**config.mk**
```make
export PLATFORM = sky130hd
export DESIGN_NAME = eth_gen_top
export DESIGN_NICKNAME = d
export VERILOG_FILES = /design/src/eth_gen_pkg.sv /design/src/frame_cmd_if.sv /design/src/eth_cmd_capture.sv /design/src/eth_frame_sequencer.sv /design/src/eth_crc32.sv /design/src/gmii_rx_drive.sv /design/src/eth_gen_top.sv
export SDC_FILE = /design/constraint.sdc
export NUM_CORES = 1
export LEC_CHECK = 0
export CAP_MARGIN = 25
export CORE_UTILIZATION = 55
export CTS_CLUSTER_DIAMETER = 60
export DETAILED_ROUTE_END_ITERATION = 6
export DONT_BUFFER_PORTS = 1
export PLACE_DENSITY = 0.73
export SLEW_MARGIN = 0
export SYNTH_ARGS = -nofsm -noshare
export SYNTH_HDL_FRONTEND = slang
export SYNTH_HIERARCHICAL = 1
export SYNTH_SLANG_ARGS = --single-unit
```
**constraint.sdc**
```tcl
create_clock -name rx_clk_gen_i -period 5.6 [get_ports rx_clk_gen_i]
set_clock_uncertainty 0.05 [all_clocks]
set_input_delay 0.84 -clock rx_clk_gen_i [delete_from_list [all_inputs] [get_ports rx_clk_gen_i]]
set_output_delay 0.84 -clock rx_clk_gen_i [all_outputs]
set_load 0.005 [all_outputs]
```
**src/eth_gen_pkg.sv**
```systemverilog
`default_nettype none

package eth_gen_pkg;

   // --------------------------------------------------
   // generator states, one per frame field
   // --------------------------------------------------
   typedef enum logic [3:0]
   {
      idle,
      prmbl,
      sfd,
      dst,
      src,
      tag,
      len,
      data,
      pad,
      crc,
      ipg
   } gen_state_e;

   typedef logic [7:0]  byte_t;      // one gmii octet
   typedef logic [47:0] mac_addr_t;
   typedef logic [15:0] field16_t;   // length, type, vlan ctl, ipg

   // --------------------------------------------------
   // frame constants
   // --------------------------------------------------
   localparam byte_t preamble_byte_c = 8'h55;
   localparam byte_t sfd_byte_c      = 8'hD5;
   localparam byte_t bad_sfd_byte_c  = 8'hF5;   // sent under preamble error

   localparam field16_t vlan_tpid_c = 16'h8100;

   // ethernet fcs polynomial, register starts all ones
   localparam logic [31:0] crc_poly_c = 32'h04C11DB7;
   localparam logic [31:0] crc_init_c = 32'hFFFFFFFF;

   localparam field16_t pos_cnt_max_c = 16'd65535;   // counters stop here

endpackage

`default_nettype wire

```
**src/frame_cmd_if.sv**
```systemverilog
`timescale 1ns/100ps
`default_nettype none

interface frame_cmd_if;
   import eth_gen_pkg::*;

   mac_addr_t  dst;
   mac_addr_t  src;
   logic [4:0] prmble_len;   // preamble bytes before sfd
   field16_t   vlan_ctl;
   field16_t   len;          // payload length
   field16_t   frmtype;      // non-zero replaces len on the wire
   byte_t      cntstart;
   byte_t      cntstep;
   field16_t   ipg_len;

   logic mac_reverse;        // addresses msb byte first
   logic vlan_en;
   logic pad_en;
   logic prmbl_err;
   logic payload_err;
   logic crc_err;

   modport capture_mp (
      output dst, src, prmble_len, vlan_ctl, len, frmtype, cntstart, cntstep, ipg_len,
      output mac_reverse, vlan_en, pad_en, prmbl_err, payload_err, crc_err
   );

   modport seq_mp (
      input dst, src, prmble_len, vlan_ctl, len, frmtype, cntstart, cntstep, ipg_len,
      input mac_reverse, vlan_en, pad_en, prmbl_err, payload_err, crc_err
   );

endinterface

`default_nettype wire

```
**src/eth_cmd_capture.sv**
```systemverilog
`timescale 1ns/100ps
`default_nettype none

module eth_cmd_capture (
   input  logic                  rx_clk_gen_i,
   input  logic                  reset_i,
   input  logic                  start_i,
   input  logic                  seq_idle_i,
   input  eth_gen_pkg::mac_addr_t dst_i,
   input  eth_gen_pkg::mac_addr_t src_i,
   input  logic [4:0]            prmble_len_i,
   input  eth_gen_pkg::field16_t vlan_ctl_i,
   input  eth_gen_pkg::field16_t len_i,
   input  eth_gen_pkg::field16_t frmtype_i,
   input  eth_gen_pkg::field16_t ipg_len_i,
   input  eth_gen_pkg::byte_t    cntstart_i,
   input  eth_gen_pkg::byte_t    cntstep_i,
   input  logic                  mac_reverse_i,
   input  logic                  vlan_en_i,
   input  logic                  pad_en_i,
   input  logic                  prmbl_err_i,
   input  logic                  payload_err_i,
   input  logic                  crc_err_i,
   frame_cmd_if.capture_mp       cmd
);

   logic load;

   assign load = start_i && seq_idle_i;   // same edge the sequencer leaves idle

   always_ff @(posedge rx_clk_gen_i or posedge reset_i)
   begin
      if (reset_i)
      begin
         cmd.dst         <= '0;
         cmd.src         <= '0;
         cmd.prmble_len  <= 5'd8;   // standard 7 + 1 default
         cmd.vlan_ctl    <= '0;
         cmd.len         <= '0;
         cmd.frmtype     <= '0;
         cmd.cntstart    <= '0;
         cmd.cntstep     <= '0;
         cmd.ipg_len     <= '0;
         cmd.mac_reverse <= 1'b0;
         cmd.vlan_en     <= 1'b0;
         cmd.pad_en      <= 1'b0;
         cmd.prmbl_err   <= 1'b0;
         cmd.payload_err <= 1'b0;
         cmd.crc_err     <= 1'b0;
      end
      else if (load)
      begin
         cmd.dst         <= dst_i;
         cmd.src         <= src_i;
         cmd.prmble_len  <= prmble_len_i;
         cmd.vlan_ctl    <= vlan_ctl_i;
         cmd.len         <= len_i;
         cmd.frmtype     <= frmtype_i;
         cmd.cntstart    <= cntstart_i;
         cmd.cntstep     <= cntstep_i;
         cmd.ipg_len     <= ipg_len_i;
         cmd.mac_reverse <= mac_reverse_i;
         cmd.vlan_en     <= vlan_en_i;
         cmd.pad_en      <= pad_en_i;
         cmd.prmbl_err   <= prmbl_err_i;
         cmd.payload_err <= payload_err_i;
         cmd.crc_err     <= crc_err_i;
      end
   end

endmodule

`default_nettype wire

```
**src/eth_frame_sequencer.sv**
```systemverilog
`timescale 1ns/100ps
`default_nettype none

module eth_frame_sequencer #(
   parameter int min_frame_len_p = 60
) (
   input  logic               rx_clk_gen_i,
   input  logic               reset_i,
   input  logic               start_i,
   frame_cmd_if.seq_mp        cmd,
   input  logic [31:0]        crc_value_i,
   output logic               seq_idle_o,
   output logic               crc_init_o,
   output logic               crc_en_o,
   output eth_gen_pkg::byte_t next_byte_o,
   output eth_gen_pkg::byte_t line_byte_o,
   output logic               line_valid_o,
   output logic               frame_start_o,
   output logic               done_o
);
   import eth_gen_pkg::*;

   gen_state_e state;
   gen_state_e state_nxt;
   field16_t   fld_cnt;   // byte index inside current field
   field16_t   pos_cnt;   // bytes loaded since first dst byte
   byte_t      byte_q;    // byte register, one cycle behind state
   byte_t      byte_nxt;
   byte_t      data_cnt;  // running payload value
   byte_t      sfd_sel;
   byte_t      crc_sel;
   byte_t      fcs_byte;
   logic [2:0] mac_idx;
   field16_t   len_field;
   logic       in_body;
   logic       last_payload;
   logic       need_pad;

   assign seq_idle_o = (state == idle);
   assign in_body    = state inside {dst, src, tag, len, data, pad};

   // crc sees exactly the bytes entering the byte register
   assign crc_init_o  = (state == idle);
   assign crc_en_o    = in_body;
   assign next_byte_o = byte_nxt;
   assign line_byte_o = byte_q;

   // --------------------------------------------------
   // field helpers
   // --------------------------------------------------
   assign sfd_sel      = cmd.prmbl_err ? bad_sfd_byte_c : sfd_byte_c;
   assign mac_idx      = cmd.mac_reverse ? 3'd5 - fld_cnt[2:0] : fld_cnt[2:0];
   assign len_field    = (cmd.frmtype != '0) ? cmd.frmtype : cmd.len;
   assign last_payload = (fld_cnt >= cmd.len - 16'd1);
   // true while the byte now selected still leaves the frame short
   assign need_pad     = cmd.pad_en && (pos_cnt < field16_t'(min_frame_len_p - 1));
   assign crc_sel      = crc_value_i[8 * (3 - fld_cnt[1:0]) +: 8];   // msb byte first

   always_comb
   begin
      for (int i = 0; i < 8; i++)
      begin
         fcs_byte[i] = ~crc_sel[7 - i];   // bit reversed and inverted
      end
      if (cmd.crc_err && fld_cnt[1:0] == 2'd2)
      begin
         fcs_byte = ~fcs_byte;   // corrupt third fcs byte
      end
   end

   // --------------------------------------------------
   // next state and next byte
   // --------------------------------------------------
   always_comb
   begin
      state_nxt = state;
      byte_nxt  = '0;
      case (state)
         idle:
         begin
            if (start_i)
            begin
               state_nxt = prmbl;   // zero length handled there
            end
         end
         prmbl:
         begin
            if (cmd.prmble_len == '0)
            begin
               byte_nxt  = sfd_sel;
               state_nxt = dst;
            end
            else
            begin
               byte_nxt = preamble_byte_c;
               if (fld_cnt >= {11'd0, cmd.prmble_len} - 16'd1)
               begin
                  state_nxt = sfd;
               end
            end
         end
         sfd:
         begin
            byte_nxt  = sfd_sel;
            state_nxt = dst;
         end
         dst:
         begin
            byte_nxt = cmd.dst[{mac_idx, 3'b000} +: 8];
            if (fld_cnt == 16'd5)
            begin
               state_nxt = src;
            end
         end
         src:
         begin
            byte_nxt = cmd.src[{mac_idx, 3'b000} +: 8];
            if (fld_cnt == 16'd5)
            begin
               state_nxt = cmd.vlan_en ? tag : len;
            end
         end
         tag:
         begin
            case (fld_cnt[1:0])
               2'd0:    byte_nxt = vlan_tpid_c[15:8];
               2'd1:    byte_nxt = vlan_tpid_c[7:0];
               2'd2:    byte_nxt = cmd.vlan_ctl[15:8];
               default: byte_nxt = cmd.vlan_ctl[7:0];
            endcase
            if (fld_cnt == 16'd3)
            begin
               state_nxt = len;
            end
         end
         len:
         begin
            if (fld_cnt == '0)
            begin
               byte_nxt = len_field[15:8];
            end
            else
            begin
               byte_nxt = len_field[7:0];
               if (cmd.len == '0)
               begin
                  state_nxt = need_pad ? pad : crc;   // empty payload
               end
               else
               begin
                  state_nxt = data;
               end
            end
         end
         data:
         begin
            if (fld_cnt == 16'd0)
            begin
               byte_nxt = cmd.cntstart;
            end
            else if (fld_cnt == 16'd1)
            begin
               byte_nxt = cmd.cntstep;
            end
            else
            begin
               byte_nxt = data_cnt;
            end
            if (last_payload)
            begin
               if (cmd.payload_err)
               begin
                  byte_nxt = byte_q;   // repeat previous byte
               end
               state_nxt = need_pad ? pad : crc;
            end
         end
         pad:
         begin
            if (!need_pad)
            begin
               state_nxt = crc;
            end
         end
         crc:
         begin
            byte_nxt = fcs_byte;
            if (fld_cnt == 16'd3)
            begin
               state_nxt = (cmd.ipg_len != '0) ? ipg : idle;
            end
         end
         ipg:
         begin
            if (fld_cnt >= cmd.ipg_len - 16'd1)
            begin
               state_nxt = idle;
            end
         end
         default: state_nxt = idle;
      endcase
   end

   // --------------------------------------------------
   // control registers
   // --------------------------------------------------
   always_ff @(posedge rx_clk_gen_i or posedge reset_i)
   begin
      if (reset_i)
      begin
         state         <= idle;
         fld_cnt       <= '0;
         pos_cnt       <= '0;
         line_valid_o  <= 1'b0;
         frame_start_o <= 1'b0;
         done_o        <= 1'b1;
      end
      else
      begin
         state <= state_nxt;
         if (state_nxt != state)
         begin
            fld_cnt <= '0;   // new field
         end
         else if (fld_cnt != pos_cnt_max_c)
         begin
            fld_cnt <= fld_cnt + 16'd1;
         end
         if (!in_body)
         begin
            pos_cnt <= '0;
         end
         else if (pos_cnt != pos_cnt_max_c)
         begin
            pos_cnt <= pos_cnt + 16'd1;
         end
         line_valid_o  <= (state != idle) && (state != ipg);
         frame_start_o <= start_i && (state == idle);
         done_o        <= (state == idle) ? !start_i : 1'b0;
      end
   end

   // payload datapath
   always_ff @(posedge rx_clk_gen_i)
   begin
      byte_q <= byte_nxt;
      if (state == data)
      begin
         if (fld_cnt == 16'd0)
         begin
            data_cnt <= cmd.cntstart;
         end
         else if (fld_cnt != 16'd1)
         begin
            data_cnt <= data_cnt + cmd.cntstep;   // wraps mod 256
         end
      end
   end

endmodule

`default_nettype wire

```
**src/eth_crc32.sv**
```systemverilog
`timescale 1ns/100ps
`default_nettype none

module eth_crc32 (
   input  logic               rx_clk_gen_i,
   input  logic               reset_i,
   input  logic               crc_init_i,
   input  logic               crc_en_i,
   input  eth_gen_pkg::byte_t byte_i,
   output logic [31:0]        crc_value_o
);
   import eth_gen_pkg::*;

   logic [31:0] crc_q;
   logic [31:0] crc_nxt;

   // --------------------------------------------------
   // one byte per clock, lsb first
   // --------------------------------------------------
   always_comb
   begin
      crc_nxt = crc_q;
      for (int i = 0; i < 8; i++)
      begin
         if (byte_i[i] ^ crc_nxt[31])
         begin
            crc_nxt = {crc_nxt[30:0], 1'b0} ^ crc_poly_c;
         end
         else
         begin
            crc_nxt = {crc_nxt[30:0], 1'b0};
         end
      end
   end

   always_ff @(posedge rx_clk_gen_i or posedge reset_i)
   begin
      if (reset_i)
      begin
         crc_q <= crc_init_c;
      end
      else if (crc_init_i)
      begin
         crc_q <= crc_init_c;   // held between frames
      end
      else if (crc_en_i)
      begin
         crc_q <= crc_nxt;
      end
   end

   assign crc_value_o = crc_q;   // raw remainder, sequencer inverts

endmodule

`default_nettype wire

```
**src/gmii_rx_drive.sv**
```systemverilog
`timescale 1ns/100ps
`default_nettype none

module gmii_rx_drive (
   input  logic               rx_clk_gen_i,
   input  logic               reset_i,
   input  logic               line_valid_i,
   input  logic               frame_start_i,
   input  eth_gen_pkg::byte_t line_byte_i,
   output eth_gen_pkg::byte_t rxd_o,
   output logic               rx_dv_o,
   output logic               sop_o,
   output logic               eop_o
);

   logic start_dly;   // high with the first line_valid cycle

   // --------------------------------------------------
   // line register
   // --------------------------------------------------
   always_ff @(posedge rx_clk_gen_i or posedge reset_i)
   begin
      if (reset_i)
      begin
         rxd_o     <= '0;
         rx_dv_o   <= 1'b0;
         start_dly <= 1'b0;
         sop_o     <= 1'b0;
      end
      else
      begin
         rxd_o     <= line_valid_i ? line_byte_i : '0;   // quiet bus when idle
         rx_dv_o   <= line_valid_i;
         start_dly <= frame_start_i;
         sop_o     <= start_dly;   // lines up with first rx_dv_o byte
      end
   end

   // the sequencer valid runs one cycle ahead of rx_dv_o, so a falling
   // edge there marks the byte now on the line as the last one
   assign eop_o = rx_dv_o && !line_valid_i;

endmodule

`default_nettype wire

```
**src/eth_gen_top.sv**
```systemverilog
`timescale 1ns/100ps
`default_nettype none

module eth_gen_top #(
   parameter int min_frame_len_p = 60   // bytes from dst up to fcs
) (
   input  logic                   rx_clk_gen_i,
   input  logic                   reset_i,
   input  logic                   start_i,
   input  eth_gen_pkg::mac_addr_t dst_i,
   input  eth_gen_pkg::mac_addr_t src_i,
   input  logic [4:0]             prmble_len_i,
   input  eth_gen_pkg::field16_t  vlan_ctl_i,
   input  eth_gen_pkg::field16_t  len_i,
   input  eth_gen_pkg::field16_t  frmtype_i,
   input  eth_gen_pkg::byte_t     cntstart_i,
   input  eth_gen_pkg::byte_t     cntstep_i,
   input  eth_gen_pkg::field16_t  ipg_len_i,
   input  logic                   mac_reverse_i,
   input  logic                   vlan_en_i,
   input  logic                   pad_en_i,
   input  logic                   prmbl_err_i,
   input  logic                   payload_err_i,
   input  logic                   crc_err_i,
   output eth_gen_pkg::byte_t     rxd_o,
   output logic                   rx_dv_o,
   output logic                   sop_o,
   output logic                   eop_o,
   output logic                   done_o
);
   import eth_gen_pkg::*;

   logic        seq_idle;
   logic        crc_init;
   logic        crc_en;
   byte_t       next_byte;
   logic [31:0] crc_value;
   byte_t       line_byte;
   logic        line_valid;
   logic        frame_start;

   frame_cmd_if u_cmd_if ();

   eth_cmd_capture u_cmd_capture (
      .rx_clk_gen_i  (rx_clk_gen_i),
      .reset_i       (reset_i),
      .start_i       (start_i),
      .seq_idle_i    (seq_idle),
      .dst_i         (dst_i),
      .src_i         (src_i),
      .prmble_len_i  (prmble_len_i),
      .vlan_ctl_i    (vlan_ctl_i),
      .len_i         (len_i),
      .frmtype_i     (frmtype_i),
      .ipg_len_i     (ipg_len_i),
      .cntstart_i    (cntstart_i),
      .cntstep_i     (cntstep_i),
      .mac_reverse_i (mac_reverse_i),
      .vlan_en_i     (vlan_en_i),
      .pad_en_i      (pad_en_i),
      .prmbl_err_i   (prmbl_err_i),
      .payload_err_i (payload_err_i),
      .crc_err_i     (crc_err_i),
      .cmd           (u_cmd_if.capture_mp)
   );

   eth_frame_sequencer #(
      .min_frame_len_p (min_frame_len_p)
   ) u_sequencer (
      .rx_clk_gen_i  (rx_clk_gen_i),
      .reset_i       (reset_i),
      .start_i       (start_i),
      .cmd           (u_cmd_if.seq_mp),
      .crc_value_i   (crc_value),
      .seq_idle_o    (seq_idle),
      .crc_init_o    (crc_init),
      .crc_en_o      (crc_en),
      .next_byte_o   (next_byte),
      .line_byte_o   (line_byte),
      .line_valid_o  (line_valid),
      .frame_start_o (frame_start),
      .done_o        (done_o)
   );

   eth_crc32 u_crc32 (
      .rx_clk_gen_i (rx_clk_gen_i),
      .reset_i      (reset_i),
      .crc_init_i   (crc_init),
      .crc_en_i     (crc_en),
      .byte_i       (next_byte),
      .crc_value_o  (crc_value)
   );

   gmii_rx_drive u_rx_drive (
      .rx_clk_gen_i  (rx_clk_gen_i),
      .reset_i       (reset_i),
      .line_valid_i  (line_valid),
      .frame_start_i (frame_start),
      .line_byte_i   (line_byte),
      .rxd_o         (rxd_o),
      .rx_dv_o       (rx_dv_o),
      .sop_o         (sop_o),
      .eop_o         (eop_o)
   );

endmodule

`default_nettype wire

```
==> results of run 1 <==
metrics by stage:
step	total power, mW	cell area, µm²	utilization, %
after floorplan	9.19	16300	-
after global placement	10.6	16700	57.8
after detailed placement	10.8	16700	57.8
after CTS	13.0	17800	61.6
after global routing	14.1	17900	62.0
final	13.3	18000	62.1
final cells by class:
cell class / count / area (µm²)
diodes: 11 / 27.5
clock buffers: 50 / 982
clock inverters: 10 / 109
fillers: 2268 / 11000
inverters: 31 / 120
multi-input cells: 1047 / 8730
flip-flops and latches: 285 / 7170
well taps: 384 / 480
repair buffers: 42 / 332
logic make-up (layout without fill, tap and decap cells):
logic type	after synthesis	after routing	synth area share, %
buf+inv	100	133	3.33
other cells	0	11	0
xor+xnor	140	140	8.22
flops	285	285	43.9
simple gates	400	400	12.5
mux	218	218	18.3
fa+ha+maj	65	65	5.03
compound gates	224	224	8.67
what timing repair did:
item	in CTS	in global routing
setup buffers	0	5
gates resized for setup	2	11
pin swaps	0	6
hold endpoints to repair	0	0
setup endpoints to repair	6	28
power groups by stage:
stage | registers, mW | clock network, mW | logic, mW
after global placement | 3.89 | 0 | 6.70
final | 3.90 | 2.14 | 7.22
after floorplan | 3.60 | 0 | 5.59
after CTS | 3.90 | 2.18 | 6.94
after global routing | 4.01 | 2.27 | 7.82
after detailed placement | 3.92 | 0 | 6.86
cell usage after synthesis, drive strengths merged (10+ instances only):
cell    number
nor3        41
xnor2       91
buf         38
nand4       21
xor2        48
mux2       187
nor2        81
inv         31
ha          64
a211o       16
and3        13
or3         10
o21ai       46
a31oi       11
clkbuf      30
a211oi      14
dfstp       34
mux4        16
and2        13
mux2i       15
nor4        20
a311oi      10
dfrtp      235
nand2      118
nand3       48
a21oi       85
worst max-delay path by stage:
stage | from | endpoint | slack (ns) | cells past startpoint
after floorplan | u_cmd_capture/cmd.len[3]$_DFFE_PP0P_ | u_crc32/crc_value_o[11]$_DFFE_PP1P_ | 0.06 | 21
after global placement | u_cmd_capture/cmd.len[3]$_DFFE_PP0P_ | u_crc32/crc_value_o[23]$_DFFE_PP1P_ | 0.15 | 23
after detailed placement | u_cmd_capture/cmd.len[3]$_DFFE_PP0P_ | u_crc32/crc_value_o[0]$_DFFE_PP1P_ | 0.0003 | 22
after CTS | u_cmd_capture/cmd.len[3]$_DFFE_PP0P_ | u_crc32/crc_value_o[8]$_DFFE_PP1P_ | 0.01 | 22
after global routing | u_cmd_capture/cmd.len[3]$_DFFE_PP0P_ | u_crc32/crc_value_o[8]$_DFFE_PP1P_ | -0.005 | 22
final | u_cmd_capture/cmd.len[3]$_DFFE_PP0P_ | u_crc32/crc_value_o[8]$_DFFE_PP1P_ | 0.27 | 22
layer usage:
metal,share of wire (%),vias up
met4,3.7,4
met3,7.3,94
li1,-,5198
met2,46,352
met5,0.071,-
met1,43,5552
registers in the layout (all words and copies together) (netlist names), 4 cells and up:
signal	flops
u_cmd_capture/cmd.len	16
u_cmd_capture/cmd.dst	48
u_cmd_capture/cmd.src	48
u_cmd_capture/cmd.cntstep	8
u_sequencer/state	4
u_cmd_capture/cmd.frmtype	16
u_sequencer/line_byte_o	8
u_sequencer/data_cnt	8
u_cmd_capture/cmd.vlan_ctl	16
u_cmd_capture/cmd.ipg_len	16
u_sequencer/fld_cnt	16
u_rx_drive/rxd_o	8
u_cmd_capture/cmd.prmble_len	5
u_crc32/crc_value_o	32
u_sequencer/pos_cnt	16
u_cmd_capture/cmd.cntstart	8
==> metrics.cfg, run 1 <==
[critical_path]
crit_family = simple AND/OR/NAND/NOR gates
cp_cell_sequence = or3_1, or4_1, nor2_1, nand3_1, or3_1, xor2_1, ha_1, a21oi_1, o21ai_0, a2111oi_2, buf_4, nand2_1, and2_4, a211oi_2, a21oi_1, o21ai_2, xnor2_2, buf_4, xnor3_2, xor2_4, xor2_1, o21ai_1
crit_type = register to register
regToRegStartpoint = u_cmd_capture/cmd.len[3]$_DFFE_PP0P_
worst_setup_path_start_kind = register
critPathSlowestCell = xnor3_2
cp_max_fo = 10
r2r_cells = 22
timing.rr.end = u_crc32/crc_value_o[8]$_DFFE_PP1P_
end_kind = register
ff2ff_setup_slack_ns = 0.27
required_ns = 6.00
crit_buf_inv = 2
cp.arrival_ns = 5.73
max_stage_delay_ns = 0.51

[synth]
yosysTopAreaCell = dfrtp_1
ys.warnings.count = 6
synthTopCellsByArea = dfrtp_1, mux2_4, dfstp_2
synth_async_sr_flop_share_pct = 94.4
synth_cells = 1432
syn-num-nets = 1687
synth_edf_count = 8
yosysSeqAreaShare_pct = 43.9
syn_area_per_cell_um2 = 11.4
syn_area_um2 = 16300
synth_top_area_share_pct = 36.0
ys_seq_elements = 285
synth_cell_types = 79
synth_ff_type = dfrtp_1

[timing]
setup_violations = 0
finalCriticalPeriod_ns = 5.33
hold_viol = 0
fin_ws_ns = 0.273
slew_headroom_pct = 21.1
hold-worst-slack_ns = 0.131
tns_ns = 0
fin_crit_sh_pct = 95.1
slew_viol_final = 0
tightestPinTransition_ns = 1.18
timing.fmax_mhz = 188

[outcome]
status = finished, final reports clean

[pwr]
leakage_nw = 7.88
pwr-share-seq_pct = 29.4
p_int_mw = 7.93
switching_share_pct = 40.2
irDropWorstVdd_mv = 0.525
power_frac_clock_pct = 16.1
p_comb_share_pct = 54.5
switchingPower_mw = 5.33
power_density_nw_per_um2 = 738

[cts]
root_buffer = clkbuf_16
cts_buffer_depth = 3
hold_buffers = 0
path_clk_slew_ns = 0.06
clk_latency_ns = 0.52
clock_sinks = 285
h-tree-depth = 2
cts_tree = yes
cts_buffers = 34

[routing]
via_per_inst = 6.02
drt_pass1_iterations = 5
post-route-drc-count = 0
avgRoutedWirePerCell_um = 21.3
drt-initial-drc-count = 903
via_count = 11200
ant_nets = 0
routed_wirelength_um = 39700

[layout]
final_cell_mix = dfrtp_1, nand2_1, mux2_4, a21oi_1, nor2_1
layout-drive-gt1-share_pct = 23.8
layout_commonest_cell = dfrtp_1
syn_to_final_growth_pct = 9.98
nNetsFinal = 1696
instances_no_fill = 1860

[hold_path]
hold_class = primary input to async pin

[placed_design]
place_congestion = 0.924
portBuffers = 0
hpwlAfterDp_um = 28700
place_ws_ns = 0.000253
dp_cells = 1784

[grt]
grt_usage_pct = 26.4
overflow = 0
met1_usage_pct = 35.3
grt_pass1_vias = 11300
use_met3_pct = 6.56
use_met2_pct = 40.9
grt_pass1_wl_um = 62900
antenna_found_initial = 12
grt_busiest_layer = met2
grt_max_degree = 188

[floorplanning]
initial_core_util_pct = 56.4
die_h_um = 174
core_area_um2 = 28900
fp.dieW_um = 174
dieArea_um2 = 30400
ios = 202
row_count = 62

[job]
max_cap_violations = 0

(Power assumes the default switching activity.)
==> inputs of run 2 (changes only) <==
--- a/config.mk
+++ b/config.mk
@@ -14,5 +14,4 @@
 export SLEW_MARGIN = 0
 export SYNTH_ARGS = -nofsm -noshare
 export SYNTH_HDL_FRONTEND = slang
-export SYNTH_HIERARCHICAL = 1
 export SYNTH_SLANG_ARGS = --single-unit
==> metrics.cfg, run 2 <==
[synth]
syn_area_um2 = 15900  ; -2.7%
synth_cell_types = 75  ; -5.1%
synth_top_area_share_pct = 37.0  ; +1.0 points
ys_seq_elements = 285  ; unchanged
yosysSeqAreaShare_pct = 45.2  ; +1.2 points
synth_edf_count = 8  ; unchanged
synth_most_common_cell = nand2_1
ys.warnings.count = 0  ; -6
synthTopCellsByArea = dfrtp_1, nand2_1, dfstp_2
syn-num-nets = 1985  ; +18%
synth_cells = 1730  ; +21%
synth_ff_type = dfrtp_1
yosysTopAreaCell = dfrtp_1
synth_async_sr_flop_share_pct = 94.4  ; unchanged
syn_area_per_cell_um2 = 9.18  ; -19%
yosys-top-cells-count = nand2_1, dfrtp_1, nor2_1

[grt]
grt_usage_pct = 28.3  ; +1.9 points
overflow = 0  ; unchanged
grt_pass1_vias = 12300  ; +8.9%
grt_max_degree = 159  ; -15%
antenna_found_initial = 0  ; -12
grt_pass1_wl_um = 65000  ; +3.2%

[timing]
fin_ws_ns = 0.345  ; +0.0728 ns
finalCriticalPeriod_ns = 5.25  ; -0.0728 ns
timing.fmax_mhz = 190  ; +1.4%
tns_ns = 0  ; unchanged
tightestPinTransition_ns = 1.01  ; -0.177 ns
setup_violations = 0  ; unchanged
hold_viol = 0  ; unchanged
slew_headroom_pct = 32.9  ; +12 points
slew_viol_final = 0  ; unchanged
rsz0062_at_grt = no
fin_crit_sh_pct = 93.8  ; -1.3 points

[cts]
clock_sinks = 285  ; unchanged
cts_buffer_depth = 3  ; unchanged
clk_latency_ns = 0.52  ; about the same
h-tree-depth = 2  ; unchanged
cts_buffers = 34  ; unchanged
root_buffer = clkbuf_16
cts_tree = yes
cts_setup_buffers = 0  ; unchanged
path_clk_slew_ns = 0.06  ; about the same
hold_buffers = 0  ; unchanged

[routing]
drt-initial-drc-count = 1034  ; +15%
routed_wirelength_um = 40800  ; +2.8%
post-route-drc-count = 0  ; unchanged
ant_nets = 0  ; unchanged
avgRoutedWirePerCell_um = 19.4  ; -9.2%
drt_pass1_iterations = 5  ; unchanged
via_per_inst = 5.93  ; -1.6%
via_count = 12500  ; +11%

[pwr]
power_density_nw_per_um2 = 844  ; +14%
leakage_nw = 8.08  ; +2.6%
irDropWorstVdd_mv = 0.657  ; +25%

[floorplanning]
fp.dieW_um = 172  ; -1.3%
die_h_um = 172  ; -1.3%
dieArea_um2 = 29600  ; -2.7%
core_area_um2 = 28100  ; -2.9%
ios = 202  ; unchanged
row_count = 61  ; -1.6%
initial_core_util_pct = 56.6  ; +0.14 points

[layout]
final_util_pct = 62.4  ; +0.31 points
layout-drive-gt1-share_pct = 9.96  ; -14 points
layout_commonest_cell = nand2_1
n_antenna_cell = 0  ; -11
final_area_um2 = 17500  ; -2.4%
final_cell_mix = nand2_1, dfrtp_1, nor2_1, xnor2_1, a21oi_1
nNetsFinal = 1957  ; +15%
syn_to_final_growth_pct = 10.3

[critical_path]
required_ns = 6.00  ; about the same
cp.arrival_ns = 5.65  ; -0.08 ns
cp_cell_sequence = inv_1, ha_1, nor3b_2, nand2_1, or2_2, nor4_1, xnor2_1, ha_1, nand4_1, nor3_1, a21oi_1, a31oi_4, buf_4, and3_1, or4_4, xor2_4, xnor2_4, xnor3_1, xnor2_1, a21oi_1
end_kind = register
crit_family = simple AND/OR/NAND/NOR gates
crit_type = register to register
worst_setup_path_start_kind = register
cp_max_fo = 9  ; -1
crit_buf_inv = 2  ; unchanged
max_stage_delay_ns = 0.57  ; +0.06 ns
critPathSlowestCell = or4_4

[placed_design]
hpwlAfterDp_um = 28800  ; +0.13%
place_ws_ns = 0.120  ; +0.120 ns
place_congestion = 0.921  ; -0.32%
portBuffers = 0  ; unchanged
place_area_um2 = 16200  ; -3.1%

[hold_path]
hold_class = primary input to async pin

[job]
max_cap_violations = 0  ; unchanged

[outcome]
status = finished, final reports clean

==> run 2: changes by cell type after synthesis, sizes merged, moves of 8 or more <==
cell    before  now
nor4        20   33
a21oi       85   71
mux2       187    1
o22a         1   13
nor3        41   16
a211o       16    1
nand3       48   26
o21ai       46   56
a311oi      10    0
mux4        16   32
a21o         6   14
clkbuf      30   67
buf         38   20
nand2      118  593
==> run 2: final timing paths <==
kind,startpoint,end,slack [ns],depth (start not counted)
worst max-delay path,u_cmd_capture.cmd.len[0]$_DFFE_PP0P_,u_crc32.crc_value_o[5]$_DFFE_PP1P_,0.35,20
worst min-delay path,reset_i,u_cmd_capture.cmd.ipg_len[9]$_DFFE_PP0P_,0.30,1
worst max register to register,u_cmd_capture.cmd.len[0]$_DFFE_PP0P_,u_crc32.crc_value_o[5]$_DFFE_PP1P_,0.35,20
worst min register to register,u_rx_drive.start_dly$_DFF_PP0_,u_rx_drive.sop_o$_DFF_PP0_,0.31,0
max in group asynchronous,reset_i,u_sequencer.pos_cnt[9]$_DFFE_PP0P_,3.85,2
min in group rx_clk_gen_i,u_rx_drive.start_dly$_DFF_PP0_,u_rx_drive.sop_o$_DFF_PP0_,0.31,0
==> run 2: area by class of cell <==
| class | count | area, µm² |
|---|---|---|
| tap | 378 | 473 |
| clock buffer | 42 | 931 |
| timing repair buffer | 23 | 218 |
| clock inverter | 19 | 302 |
| multi-input combinational | 1330 | 8310 |
| inverter | 28 | 114 |
| sequential | 285 | 7170 |
| fill | 2374 | 10600 |
==> run 2: timing repair <==
action / 4_1_cts / 5_1_grt
endpoints found under the hold margin: 0 / 0
resized for setup: 0 / 5
endpoints found under the setup margin: 0 / 21
==> run 2: cell families (layout without fill, tap and decap cells) <==
family / Yosys count / in the layout / synth area share [%]
AND/OR/NAND/NOR: 862 / 862 / 23.5
flip-flops: 285 / 285 / 45.2
AO/OA/AOI/OAI: 218 / 218 / 8.57
XOR/XNOR: 144 / 144 / 9.20
buffers and inverters: 115 / 112 / 3.00
adder cells (fa/ha/maj): 65 / 65 / 5.17
multiplexers: 41 / 41 / 5.39
==> run 2: stage by stage <==
step / hold slack [ns] / instances / total power [mW]
floorplan: 0.281 / 1730 / 10.5
global placement: 0.281 / 2043 / 12.0
detailed placement: 0.293 / 2043 / 12.2
CTS: 0.307 / 2104 / 14.7
global route: 0.314 / 2105 / 15.8
finish: 0.303 / 2105 / 14.8
==> run 2: routing by layer <==
metal	part of all wire (%)	up-vias	track usage, %
li1	-	5818	-
met1	44	6117	38.8
met2	46	464	44.5
met3	7.7	78	6.20
met4	2.9	0	9.58
met5	0	-	0
==> run 2: worst register-to-register path: stages, from the launching register on <==
cell     delay (ns)
dfrtp_1        0.40
inv_1          0.10
ha_1           0.20
nor3b_2        0.29
nand2_1        0.15
or2_2          0.34
nor4_1         0.23
xnor2_1        0.17
ha_1           0.27
nand4_1        0.12
nor3_1         0.08
a21oi_1        0.27
a31oi_4        0.20
buf_4          0.22
and3_1         0.17
or4_4          0.57
xor2_4         0.36
xnor2_4        0.24
xnor3_1        0.43
xnor2_1        0.15
a21oi_1        0.16
==> run 2: report_power, final <==
part           internal [mW]  switching, mW
clock network           1.51          0.887
logic                   4.00           4.29
registers               3.25          0.831
